--- src/hw/pipe_pkg.sv ---
`default_nettype none

package pipe_pkg;

  localparam int unsigned reg_idx_w = 5;

  typedef enum logic [3:0] {
    alu_add,
    alu_sub,
    alu_sll,
    alu_slt,
    alu_sltu,
    alu_xor,
    alu_srl,
    alu_sra,
    alu_or,
    alu_and,
    alu_pass_b // LUI places the upper immediate as is
  } alu_op_t;

  // A operand source, pc only for AUIPC
  typedef enum logic {
    src_a_rs1,
    src_a_pc
  } src_a_t;

endpackage

`default_nettype wire

--- src/hw/rv_isa_pkg.sv ---
`default_nettype none

package rv_isa_pkg;

  localparam int unsigned xlen = 32;

  // Major opcodes of the supported subset
  localparam logic [6:0] op_reg   = 7'b0110011;
  localparam logic [6:0] op_imm   = 7'b0010011;
  localparam logic [6:0] op_lui   = 7'b0110111;
  localparam logic [6:0] op_auipc = 7'b0010111;

  localparam logic [2:0] f3_add  = 3'b000; // Also ADDI and SUB
  localparam logic [2:0] f3_sll  = 3'b001;
  localparam logic [2:0] f3_slt  = 3'b010;
  localparam logic [2:0] f3_sltu = 3'b011;
  localparam logic [2:0] f3_xor  = 3'b100;
  localparam logic [2:0] f3_srl  = 3'b101; // Also SRA, told apart by funct7
  localparam logic [2:0] f3_or   = 3'b110;
  localparam logic [2:0] f3_and  = 3'b111;

  typedef struct packed {
    logic [6:0] funct7;
    logic [4:0] rs2;
    logic [4:0] rs1;
    logic [2:0] funct3;
    logic [4:0] rd;
    logic [6:0] opcode;
  } r_fmt_t;

  typedef struct packed {
    logic [11:0] imm;
    logic [4:0]  rs1;
    logic [2:0]  funct3;
    logic [4:0]  rd;
    logic [6:0]  opcode;
  } i_fmt_t;

  typedef struct packed {
    logic [19:0] imm;
    logic [4:0]  rd;
    logic [6:0]  opcode;
  } u_fmt_t;

  // One instruction word, viewed in whichever format the opcode calls for
  typedef union packed {
    r_fmt_t r_fmt;
    i_fmt_t i_fmt;
    u_fmt_t u_fmt;
  } instr_t;

endpackage

`default_nettype wire
--- src/hw/stage_ifs.sv ---
`default_nettype none
`timescale 1ns/1ps

// Fetch to decode
interface if_to_id_if;
  logic                          valid;
  logic                          ready;
  rv_isa_pkg::instr_t            instr;
  logic [rv_isa_pkg::xlen-1:0]   pc;

  modport src (output valid, instr, pc, input ready);
  modport dst (input valid, instr, pc, output ready);
endinterface

// Decode to execute
interface id_to_ex_if;
  logic                          valid;
  logic                          ready;
  pipe_pkg::alu_op_t             alu_op;
  pipe_pkg::src_a_t              src_a;
  logic [rv_isa_pkg::xlen-1:0]   opnd_a_reg;
  logic [rv_isa_pkg::xlen-1:0]   opnd_b; // rs2 value or immediate
  logic [rv_isa_pkg::xlen-1:0]   pc;
  logic [pipe_pkg::reg_idx_w-1:0] rd;
  logic                          illegal;

  modport src (
    output valid, alu_op, src_a, opnd_a_reg, opnd_b, pc, rd, illegal,
    input  ready
  );
  modport dst (
    input  valid, alu_op, src_a, opnd_a_reg, opnd_b, pc, rd, illegal,
    output ready
  );
endinterface

// Register file write port, one pulse per retired write
interface wb_if;
  logic                           we;
  logic [pipe_pkg::reg_idx_w-1:0] rd;
  logic [rv_isa_pkg::xlen-1:0]    data;

  modport src (output we, rd, data);
  modport dst (input we, rd, data);
endinterface

`default_nettype wire

--- src/hw/core_top.sv ---
`default_nettype none
`timescale 1ns/1ps

module core_top (
  input  logic                           clk,
  input  logic                           arst_n,
  input  logic                           instr_valid,
  output logic                           instr_ready,
  input  logic [rv_isa_pkg::xlen-1:0]    instr,
  output logic                           retire_valid,
  input  logic                           retire_ready,
  output logic [rv_isa_pkg::xlen-1:0]    retire_pc,
  output logic [pipe_pkg::reg_idx_w-1:0] retire_rd,
  output logic [rv_isa_pkg::xlen-1:0]    retire_data,
  output logic                           retire_illegal
);

  if_to_id_if f2d ();
  id_to_ex_if d2e ();
  wb_if       wb  ();

  fetch_stage u_fetch (
    .clk         (clk),
    .arst_n      (arst_n),
    .instr_valid (instr_valid),
    .instr_ready (instr_ready),
    .instr       (instr),
    .out         (f2d)
  );

  decode_stage u_decode (
    .clk    (clk),
    .arst_n (arst_n),
    .in     (f2d),
    .out    (d2e),
    .wb     (wb)
  );

  execute_stage u_execute (
    .clk            (clk),
    .arst_n         (arst_n),
    .in             (d2e),
    .wb             (wb),
    .retire_valid   (retire_valid),
    .retire_ready   (retire_ready),
    .retire_pc      (retire_pc),
    .retire_rd      (retire_rd),
    .retire_data    (retire_data),
    .retire_illegal (retire_illegal)
  );

endmodule

`default_nettype wire

--- src/hw/execute_stage.sv ---
`default_nettype none
`timescale 1ns/1ps

module execute_stage (
  input  logic                           clk,
  input  logic                           arst_n,
  id_to_ex_if.dst                        in,
  wb_if.src                              wb,
  output logic                           retire_valid,
  input  logic                           retire_ready,
  output logic [rv_isa_pkg::xlen-1:0]    retire_pc,
  output logic [pipe_pkg::reg_idx_w-1:0] retire_rd,
  output logic [rv_isa_pkg::xlen-1:0]    retire_data,
  output logic                           retire_illegal
);

  logic [rv_isa_pkg::xlen-1:0] opnd_a, alu_res;
  logic [4:0]                  shamt;
  logic                        take;

  assign opnd_a = (in.src_a == pipe_pkg::src_a_pc) ? in.pc : in.opnd_a_reg;
  assign shamt  = in.opnd_b[4:0];

  always_comb begin
    case (in.alu_op)
      pipe_pkg::alu_add:    alu_res = opnd_a + in.opnd_b;
      pipe_pkg::alu_sub:    alu_res = opnd_a - in.opnd_b;
      pipe_pkg::alu_sll:    alu_res = opnd_a << shamt;
      pipe_pkg::alu_slt:    alu_res = {31'b0, $signed(opnd_a) < $signed(in.opnd_b)};
      pipe_pkg::alu_sltu:   alu_res = {31'b0, opnd_a < in.opnd_b};
      pipe_pkg::alu_xor:    alu_res = opnd_a ^ in.opnd_b;
      pipe_pkg::alu_srl:    alu_res = opnd_a >> shamt;
      pipe_pkg::alu_sra:    alu_res = $signed(opnd_a) >>> shamt;
      pipe_pkg::alu_or:     alu_res = opnd_a | in.opnd_b;
      pipe_pkg::alu_and:    alu_res = opnd_a & in.opnd_b;
      pipe_pkg::alu_pass_b: alu_res = in.opnd_b;
      default:              alu_res = '0;
    endcase
  end

  assign in.ready = !retire_valid || retire_ready;
  assign take     = in.valid && in.ready;

  always_ff @(posedge clk or negedge arst_n) begin
    if (!arst_n) retire_valid <= 1'b0;
    else if (take) retire_valid <= 1'b1;
    else if (retire_ready) retire_valid <= 1'b0;
  end

  always_ff @(posedge clk) begin
    if (take) begin
      retire_pc      <= in.pc;
      retire_rd      <= in.rd;
      retire_data    <= in.illegal ? '0 : alu_res;
      retire_illegal <= in.illegal;
    end
  end

  // Register file write lands on the retire edge
  assign wb.we   = retire_valid && retire_ready && !retire_illegal && (retire_rd != '0);
  assign wb.rd   = retire_rd;
  assign wb.data = retire_data;

endmodule

`default_nettype wire

--- src/hw/decode_stage.sv ---
`default_nettype none
`timescale 1ns/1ps

module decode_stage (
  input  logic    clk,
  input  logic    arst_n,
  if_to_id_if.dst in,
  id_to_ex_if.src out,
  wb_if.dst       wb
);

  rv_isa_pkg::instr_t             ir;
  logic [rv_isa_pkg::xlen-1:0]    regs [1:31];
  logic [31:0]                    pending; // Bit per register with a write in flight
  logic [rv_isa_pkg::xlen-1:0]    rs1_data, rs2_data, opnd_b;
  pipe_pkg::alu_op_t              alu_op;
  pipe_pkg::src_a_t               src_a;
  logic                           use_rs1, use_rs2, illegal, alt;
  logic                           writes_rd, hazard, issue;

  assign ir  = in.instr;
  assign alt = ir.r_fmt.funct7[5]; // SUB and SRA/SRAI

  assign rs1_data = (ir.r_fmt.rs1 == '0) ? '0 : regs[ir.r_fmt.rs1];
  assign rs2_data = (ir.r_fmt.rs2 == '0) ? '0 : regs[ir.r_fmt.rs2];

  always_comb begin
    alu_op  = pipe_pkg::alu_add;
    src_a   = pipe_pkg::src_a_rs1;
    opnd_b  = '0;
    use_rs1 = 1'b0;
    use_rs2 = 1'b0;
    illegal = 1'b0;
    case (ir.r_fmt.opcode)
      rv_isa_pkg::op_reg, rv_isa_pkg::op_imm: begin
        use_rs1 = 1'b1;
        use_rs2 = (ir.r_fmt.opcode == rv_isa_pkg::op_reg);
        opnd_b  = use_rs2 ? rs2_data : {{20{ir.i_fmt.imm[11]}}, ir.i_fmt.imm};
        case (ir.r_fmt.funct3)
          rv_isa_pkg::f3_add:  alu_op = (use_rs2 && alt) ? pipe_pkg::alu_sub : pipe_pkg::alu_add;
          rv_isa_pkg::f3_sll:  alu_op = pipe_pkg::alu_sll;
          rv_isa_pkg::f3_slt:  alu_op = pipe_pkg::alu_slt;
          rv_isa_pkg::f3_sltu: alu_op = pipe_pkg::alu_sltu;
          rv_isa_pkg::f3_xor:  alu_op = pipe_pkg::alu_xor;
          rv_isa_pkg::f3_srl:  alu_op = alt ? pipe_pkg::alu_sra : pipe_pkg::alu_srl;
          rv_isa_pkg::f3_or:   alu_op = pipe_pkg::alu_or;
          default:             alu_op = pipe_pkg::alu_and;
        endcase
      end
      rv_isa_pkg::op_lui: begin
        alu_op = pipe_pkg::alu_pass_b;
        opnd_b = {ir.u_fmt.imm, 12'b0};
      end
      rv_isa_pkg::op_auipc: begin
        src_a  = pipe_pkg::src_a_pc;
        opnd_b = {ir.u_fmt.imm, 12'b0};
      end
      default: illegal = 1'b1;
    endcase
  end

  // Wait on pending sources, and on a pending rd so writes retire in order
  assign writes_rd = !illegal && (ir.r_fmt.rd != '0);
  assign hazard    = in.valid && ((use_rs1 && pending[ir.r_fmt.rs1]) ||
                                  (use_rs2 && pending[ir.r_fmt.rs2]) ||
                                  (writes_rd && pending[ir.r_fmt.rd]));
  assign in.ready  = (!out.valid || out.ready) && !hazard;
  assign issue     = in.valid && in.ready;

  always_ff @(posedge clk or negedge arst_n) begin
    if (!arst_n) begin
      out.valid <= 1'b0;
      pending   <= '0;
    end else begin
      if (issue) out.valid <= 1'b1;
      else if (out.ready) out.valid <= 1'b0;
      if (wb.we) pending[wb.rd] <= 1'b0;
      if (issue && writes_rd) pending[ir.r_fmt.rd] <= 1'b1;
    end
  end

  always_ff @(posedge clk or negedge arst_n) begin
    if (!arst_n) begin
      for (int i = 1; i < 32; i++) regs[i] <= '0;
    end else if (wb.we && wb.rd != '0) begin
      regs[wb.rd] <= wb.data;
    end
  end

  always_ff @(posedge clk) begin
    if (issue) begin
      out.alu_op     <= alu_op;
      out.src_a      <= src_a;
      out.opnd_a_reg <= rs1_data;
      out.opnd_b     <= opnd_b;
      out.pc         <= in.pc;
      out.rd         <= ir.r_fmt.rd;
      out.illegal    <= illegal;
    end
  end

endmodule

`default_nettype wire

--- src/hw/fetch_stage.sv ---
`default_nettype none
`timescale 1ns/1ps

module fetch_stage (
  input  logic               clk,
  input  logic               arst_n,
  input  logic               instr_valid,
  output logic               instr_ready,
  input  rv_isa_pkg::instr_t instr,
  if_to_id_if.src            out
);

  logic [rv_isa_pkg::xlen-1:0] pc_cnt;
  logic                        run; // Held off until the first edge after reset
  logic                        take;

  assign instr_ready = run && (!out.valid || out.ready);
  assign take        = instr_valid && instr_ready;

  always_ff @(posedge clk or negedge arst_n) begin
    if (!arst_n) begin
      run       <= 1'b0;
      out.valid <= 1'b0;
      pc_cnt    <= '0;
    end else begin
      run <= 1'b1;
      if (take) begin
        out.valid <= 1'b1;
        pc_cnt    <= pc_cnt + 32'd4;
      end else if (out.ready) begin
        out.valid <= 1'b0;
      end
    end
  end

  always_ff @(posedge clk) begin
    if (take) begin
      out.instr <= instr;
      out.pc    <= pc_cnt;
    end
  end

endmodule

`default_nettype wire

--- config.mk ---
export PLATFORM = sky130hd
export DESIGN_NAME = core_top
export DESIGN_NICKNAME = d
export VERILOG_FILES = /design/src/hw/pipe_pkg.sv /design/src/hw/rv_isa_pkg.sv /design/src/hw/stage_ifs.sv /design/src/hw/core_top.sv /design/src/hw/execute_stage.sv /design/src/hw/decode_stage.sv /design/src/hw/fetch_stage.sv
export SDC_FILE = /design/constraint.sdc
export NUM_CORES = 2
export LEC_CHECK = 0
export BUFFER_PORTS_ARGS = -buffer_cell sky130_fd_sc_hd__buf_2
export CAP_MARGIN = 25
export CORE_UTILIZATION = 31
export CTS_CLUSTER_SIZE = 20
export DETAILED_ROUTE_END_ITERATION = 10
export SETUP_SLACK_MARGIN = 0.5
export SYNTH_ARGS = -nofsm -noshare
export SYNTH_HDL_FRONTEND = slang
export SYNTH_SLANG_ARGS = --single-unit
--- constraint.sdc ---
create_clock -name clk -period 7.9 [get_ports clk]
set_input_delay 1.185 -clock clk [delete_from_list [all_inputs] [get_ports clk]]
set_output_delay 1.185 -clock clk [all_outputs]
set_load 0.1 [all_outputs]
# Word level (Yosys, flattened, before mapping)
# Cells that the tools add are included.
# Widths: inputs -> output; s select.
[word_totals]
latch_bits = 0
inputBits = 36
wordCells = 178
out_inout_bits = 72
rom_bits = 0
mem_count = 0
ramBits = 0
reg_bits = 1301
[op_classes]
n_addsub = 3
n_bitwise = 9
n_mux = 40
div_mod_pow = 0
multipliers = 0
shift = 3
eq_ne = 20
n_reduce_logical = 41
n_lt_le_gt_ge = 12
[op_table]
columns = ["operator", "n"]
rows = [
  ["$bwmux 992", 1],
  ["$pmux 32 s11", 1],
  ["$bmux 32 s5", 2],
  ["$mux 32", 10],
  ["$demux 32 s5", 1],
  ["$and 32x32->32", 2],
  ["$lt 32x32->1", 2],
  ["$or 32x32->32", 2],
  ["$pmux 32 s2", 1],
  ["$add 32x3->32 const B", 1],
  ["$add 32x32->32", 1],
  ["$not 32->32", 1],
  ["$shl 32x5->32", 1],
  ["$shr 32x5->32", 1],
  ["$sshr 32x5->32", 1],
  ["$sub 32x32->32", 1],
  ["$xor 32x32->32", 1],
  ["$pmux 4 s7", 1],
  ["$lt 5x6->1 const B", 4],
  ["$logic_and 1x1->1", 19],
  ["$ge 6x6->1 const B", 3],
  ["$not 5->6", 3],
  ["$mux 1", 17],
  ["$eq 4x3->1 const B", 4],
  ["other kinds (22)", 47],
]

# Longest topological paths before layout
[logic_depth]
ltp_word = 13
depth_mapped = 17

# Cells and area by module
# A second synthesis with hierarchy kept.
[unflattened]
hier_cells = 5401
area_unflattened_um2 = 74437.6
[by_module_without_submodules]
columns = ["module", "instances", "cells_each", "area_per_inst_um2", "seq_area_each_um2"]
rows = [
  ["decode_stage", 1, 3608, 58637.5, 28862.7],
  ["execute_stage", 1, 1587, 12296.8, 2127.0],
  ["fetch_stage", 1, 206, 3503.4, 2662.6],
]

# Least setup slack after synthesis
# Ideal clock, no wire load.
[synth_path]
path_kind = "register to register"
from = "register u_fetch.out.instr[22]"
to = "register u_decode.pending[2]"
t_required_ps = 7832
stages_incl_launch_ff = 12
path_buffers = 1
slack_ps = -83
period_less_slack_ps = 7983
arrival_ps = 7915
cell_sequence = "edfxtp_1 -> buf_6 -> mux4_2 -> mux4_2 -> nand2_1 -> nand2_1 -> a221oi_2 -> o21ai_2 -> nor2_1 -> nand2_1 -> nor3b_2 -> a22o_1"
[synth_via]
elab_chain_len = 11
[synth_lines]
columns = ["element", "line", "source"]
rows = [
  ["from (decl)", "stage_ifs.sv:11", "modport src (output valid, instr, pc, input ready);"],
  ["$bmux 1 s5", "decode_stage.sv:65", "(use_rs2 && pending[ir.r_fmt.rs2]) ||"],
  ["$mux 1 (not written as such)", "decode_stage.sv:65", ""],
  ["$logic_and 1x1->1", "decode_stage.sv:65", ""],
  ["$logic_or 1x1->1", "decode_stage.sv:64", "assign hazard = in.valid && ((use_rs1 && pending[ir.r_fmt.rs1]) ||"],
  ["$logic_or 1x1->1", "decode_stage.sv:65", ""],
  ["$logic_and 1x1->1", "decode_stage.sv:64", ""],
  ["$logic_not 1->1", "decode_stage.sv:67", "assign in.ready = (!out.valid || out.ready) && !hazard;"],
  ["$logic_and 1x1->1", "decode_stage.sv:67", ""],
  ["$logic_and 1x1->1", "decode_stage.sv:68", "assign issue = in.valid && in.ready;"],
  ["via u_decode.issue", "decode_stage.sv:19", "logic writes_rd, hazard, issue;"],
  ["$logic_and 1x1->1", "decode_stage.sv:78", "if (issue && writes_rd) pending[ir.r_fmt.rd] <= 1'b1;"],
  ["$mux 32", "decode_stage.sv:78", ""],
  ["to (signal assigned)", "decode_stage.sv:73", "pending <= '0;"],
  ["to (signal, indexed assignment)", "decode_stage.sv:77", "if (wb.we) pending[wb.rd] <= 1'b0;"],
  ["to (signal, indexed assignment)", "decode_stage.sv:78", ""],
  ["to (decl)", "decode_stage.sv:14", "logic [31:0] pending;"],
]
# The timed path passes the listed nets, and every way through them passes these cells. The select of a mux whose other input is x is not followed.
# A chain may end at the register's enable or synchronous reset.

# Final worst setup path
[layout_path]
from = "register u_fetch.out.instr[17]"
to = "output instr_ready"
[layout_via]
elab_chain_len = 10
[layout_lines]
columns = ["element", "line", "source"]
rows = [
  ["$bmux 1 s5", "decode_stage.sv:64", ""],
  ["$mux 1 (not written as such)", "decode_stage.sv:64", ""],
  ["$logic_and 1x1->1", "decode_stage.sv:64", ""],
  ["$logic_or 1x1->1", "decode_stage.sv:64", ""],
  ["$logic_or 1x1->1", "decode_stage.sv:65", ""],
  ["$logic_and 1x1->1", "decode_stage.sv:64", ""],
  ["$logic_not 1->1", "decode_stage.sv:67", ""],
  ["$logic_and 1x1->1", "decode_stage.sv:67", ""],
  ["$logic_or 1x1->1", "fetch_stage.sv:17", "assign instr_ready = run && (!out.valid || out.ready);"],
  ["$logic_and 1x1->1", "fetch_stage.sv:17", ""],
  ["to (decl)", "core_top.sv:8", "output logic instr_ready,"],
]
# No other way between the ends. The select of a mux whose other input is x is not followed.

==> qor.yml <==
critical_path_class: "reg -> out"
vias: 49550
rrSetupSlack_ns: 2.66
antenna_found_initial: 12
crit_path_start_kind: "flop"
yosysTopAreaCellShare: 0.3632
maxCapViolations: 0
power_frac_clock: 0.419
vdd_drop_max_v: 0.0002361
synth_common_cells: "mux2_2, dfrtp_1, mux4_2"
drt_pass1_iterations: 7
total_leakage_power_nw: 35.68
fin_skew_ns: 0.05509
yosys-top-cells-area: "dfrtp_1, mux4_2, mux2_2"
root_buffer: "clkbuf_16"
rr_endpoint: "u_fetch.out.instr[9]$_DFFE_PP_"
holdBufCountCts: 0
num_rows: 177
portBuffers: 105
period_minus_slack_ns: 5.501
largest_reg_flops: 992
synth_top_family_by_area: "multiplexers"
drt_iter0_drc: 5425
r2r.worst_path.cells: 9
status: "completed"
tightestPinTransition_ns: 1.197
worstHoldStart: "u_fetch.out.pc[28]$_DFFE_PP_"
multi_input_area_um2: 37230
grt_pass1_vias: 49430
synth-simple-area-share: 0.04268
combPwrFrac: 0.139
hold_path.class: "reg -> reg"
synth.most_common_cell: "mux2_2"
initial_utilization: 0.3125
p_int_mw: 12.14
cts.sinks: 1293
synth_cell_types: 75
synth_edf_count: 235
cts_setup_buffers: 0
synth_flop_cell: "dfrtp_1"
grt_max_degree: 183
p_per_area_nw_per_um2: 205.1
synth-compound-area-share: 0.06486
rsz0062_at_grt: "no"
ant_nets: 0
largest_register: "u_decode.regs"
synth_xor_area_frac: 0.006129
grt_usage: 0.2156
numCtsBuffers: 148
ys_async_sr_fraction: 0.8183
fillers: 22390
syn_to_final_growth_pct: 12.83
die_y_um: 486.9
worstPathRequired_ns: 6.71
clock_path_buffers: 3
synthAdderAreaFrac: 0.01737
max_slew_margin: 0.1936
power_switching_mw: 4.723
die_area_um2: 237100
routedWlPerCell_um: 30.52
place_congestion: 0.9950
slew_violations: 0
cts_resized: 0
vias_per_cell: 5.868
core_um2: 233200
finalCritPeriodShare: 0.6964
clk_pin_slew_ns: 0.06
yosysSeqAreaShare: 0.4601
finalSetupViolations: 0
setup_tns_ns: 0
htreeDepth: 4
cp.arrival_ns: 4.32
final_core_utilization: 0.3526
drt_wl_total_um: 257700
seqPwrFrac: 0.443
final_nets: 5328
fmaxAchievable_ghz: 0.1818
drive_above_1_share: 0.4276
synthCells: 5288
critPathMaxFanout: 15
clkLatencyLatePin_ns: 0.82
seqCellArea_um2: 33530
synth.area.mux_share: 0.3762
dp_hpwl_um: 158500
min_path_cells: 0
grt_pass1_wl_um: 371000
drc: 0
io_pins: 108
ys_warn_count: 0
critPathCaptureType: "output pin"
worstReg2RegStart: "u_fetch.out.instr[17]$_DFFE_PP_"
min_to: "u_decode.out.pc[28]$_DFFE_PP_"
p_sw_frac: 0.2800
synth_top_area_cell: "dfrtp_1"
grt_overflow_total: 0
tritoncts: "yes"
mappedNetlistArea_um2: 72880
post_synth.cell_area_avg_um2: 13.78
ys_seq_elements: 1293
die_w_um: 486.9
finalHoldViolCount: 0
-- how the worst max path moves through the flow --
stage                                                from                              end  slack (ns)  depth (start not counted)
final                     u_fetch.out.instr[17]$_DFFE_PP_                      instr_ready        2.40                          7
after global routing      u_fetch.out.instr[15]$_DFFE_PP_                      instr_ready        2.26                          9
after CTS                 u_fetch.out.instr[22]$_DFFE_PP_                      instr_ready        2.32                          8
after detailed placement  u_fetch.out.instr[22]$_DFFE_PP_  u_fetch.out.instr[12]$_DFFE_PP_        2.64                         10
after global placement    u_fetch.out.instr[22]$_DFFE_PP_  u_fetch.out.instr[25]$_DFFE_PP_        2.75                         10
after floorplan           u_fetch.out.instr[22]$_DFFE_PP_    u_decode.pending[2]$_DFF_PN0_        1.91                         11
-- power groups by stage --
stage	registers (mW)	logic, mW	clock network (mW)
6_report	7.47	2.34	7.06
5_1_grt	7.51	2.47	7.45
4_1_cts	7.47	2.30	7.18
3_5_place_dp	7.59	2.30	0
3_3_place_gp	7.59	2.24	0
2_1_floorplan	7.64	1.38	0
-- layout make-up --
cell class	instances	area share
sequential	1293	0.4078
clock buffer	218	0.05280
clock inverter	49	0.007669
tap	3132	0.04765
multi-input combinational	3375	0.4527
inverter	121	0.005523
timing repair buffer	253	0.02577
antenna	3	0.00009129
-- cells by family (layout without fill, tap and decap cells) --
kind of cell / count (synthesis) / count (layout)
adders and majority gates: 100 / 100
AOI/OAI and AO/OA: 706 / 706
muxes: 1832 / 1832
and+or+nand+nor: 683 / 683
buffers and inverters: 621 / 641
xor gates and xnor gates: 51 / 51
DFF: 1293 / 1293
other: 2 / 6
-- worst max-delay path: stages, from the launching register on --
cell	delay, ns
edfxtp_1	0.99
buf_4	0.49
mux4_2	0.35
mux4_2	0.49
a221oi_2	0.31
o21ai_2	0.19
a21boi_4	0.22
buf_2	0.45
-- per-layer routing --
layer  wire [um]  up-vias  global-route usage
met5          36        -                   0
met4       12020        6             0.09252
met3       21600      581             0.04624
met2      118000     2356              0.3329
met1      106100    26440              0.2915
li1            -    20170                   -
-- per-stage QoR --
| step | total power, mW | instance area, um^2 | hold WS, ns | setup WS (ns) | cells |
|---|---|---|---|---|---|
| after floorplan | 9.021 | 72890 | 0.4003 | 1.912 | 5289 |
| after global placement | 9.827 | 76830 | 0.4037 | 2.745 | 8158 |
| after detailed placement | 9.883 | 77100 | 0.4045 | 2.643 | 8168 |
| after CTS | 16.95 | 82070 | 0.4194 | 2.325 | 8435 |
| after global routing | 17.42 | 82230 | 0.4231 | 2.264 | 8441 |
| final | 16.87 | 82230 | 0.4178 | 2.399 | 8444 |
-- cells in the final DEF, fill, tap and decap left out, types with 17 or more instances in the layout --
cell type  Yosys  layout
a211oi_1      18      18
a21o_1        30      30
a21oi_1      154     154
a221oi_1      29      29
a22o_1        91      91
a22oi_1       33      33
a31oi_1       26      26
buf_12         0      17
buf_2         15     104
buf_4          2     118
clkbuf_1     390      37
clkbuf_16      0     152
clkbuf_8       0      29
dfrtp_1     1058    1058
edfxtp_1     235     235
ha_1          98      98
inv_1        117     116
mux2_2      1111    1111
mux2i_1      106     106
mux4_2       615     615
nand2_1      235     224
nand2b_1      22      21
nand3_1       43      41
nand4_1       19      19
nor2_1       219     203
nor3_1        44      42
o211ai_1      23      23
o21ai_0      155     154
o22ai_1       32      32
o31ai_1       18      18
xnor2_1       22      22
xor2_1        29      29
Note: power is estimated with default switching activity, not from simulation.
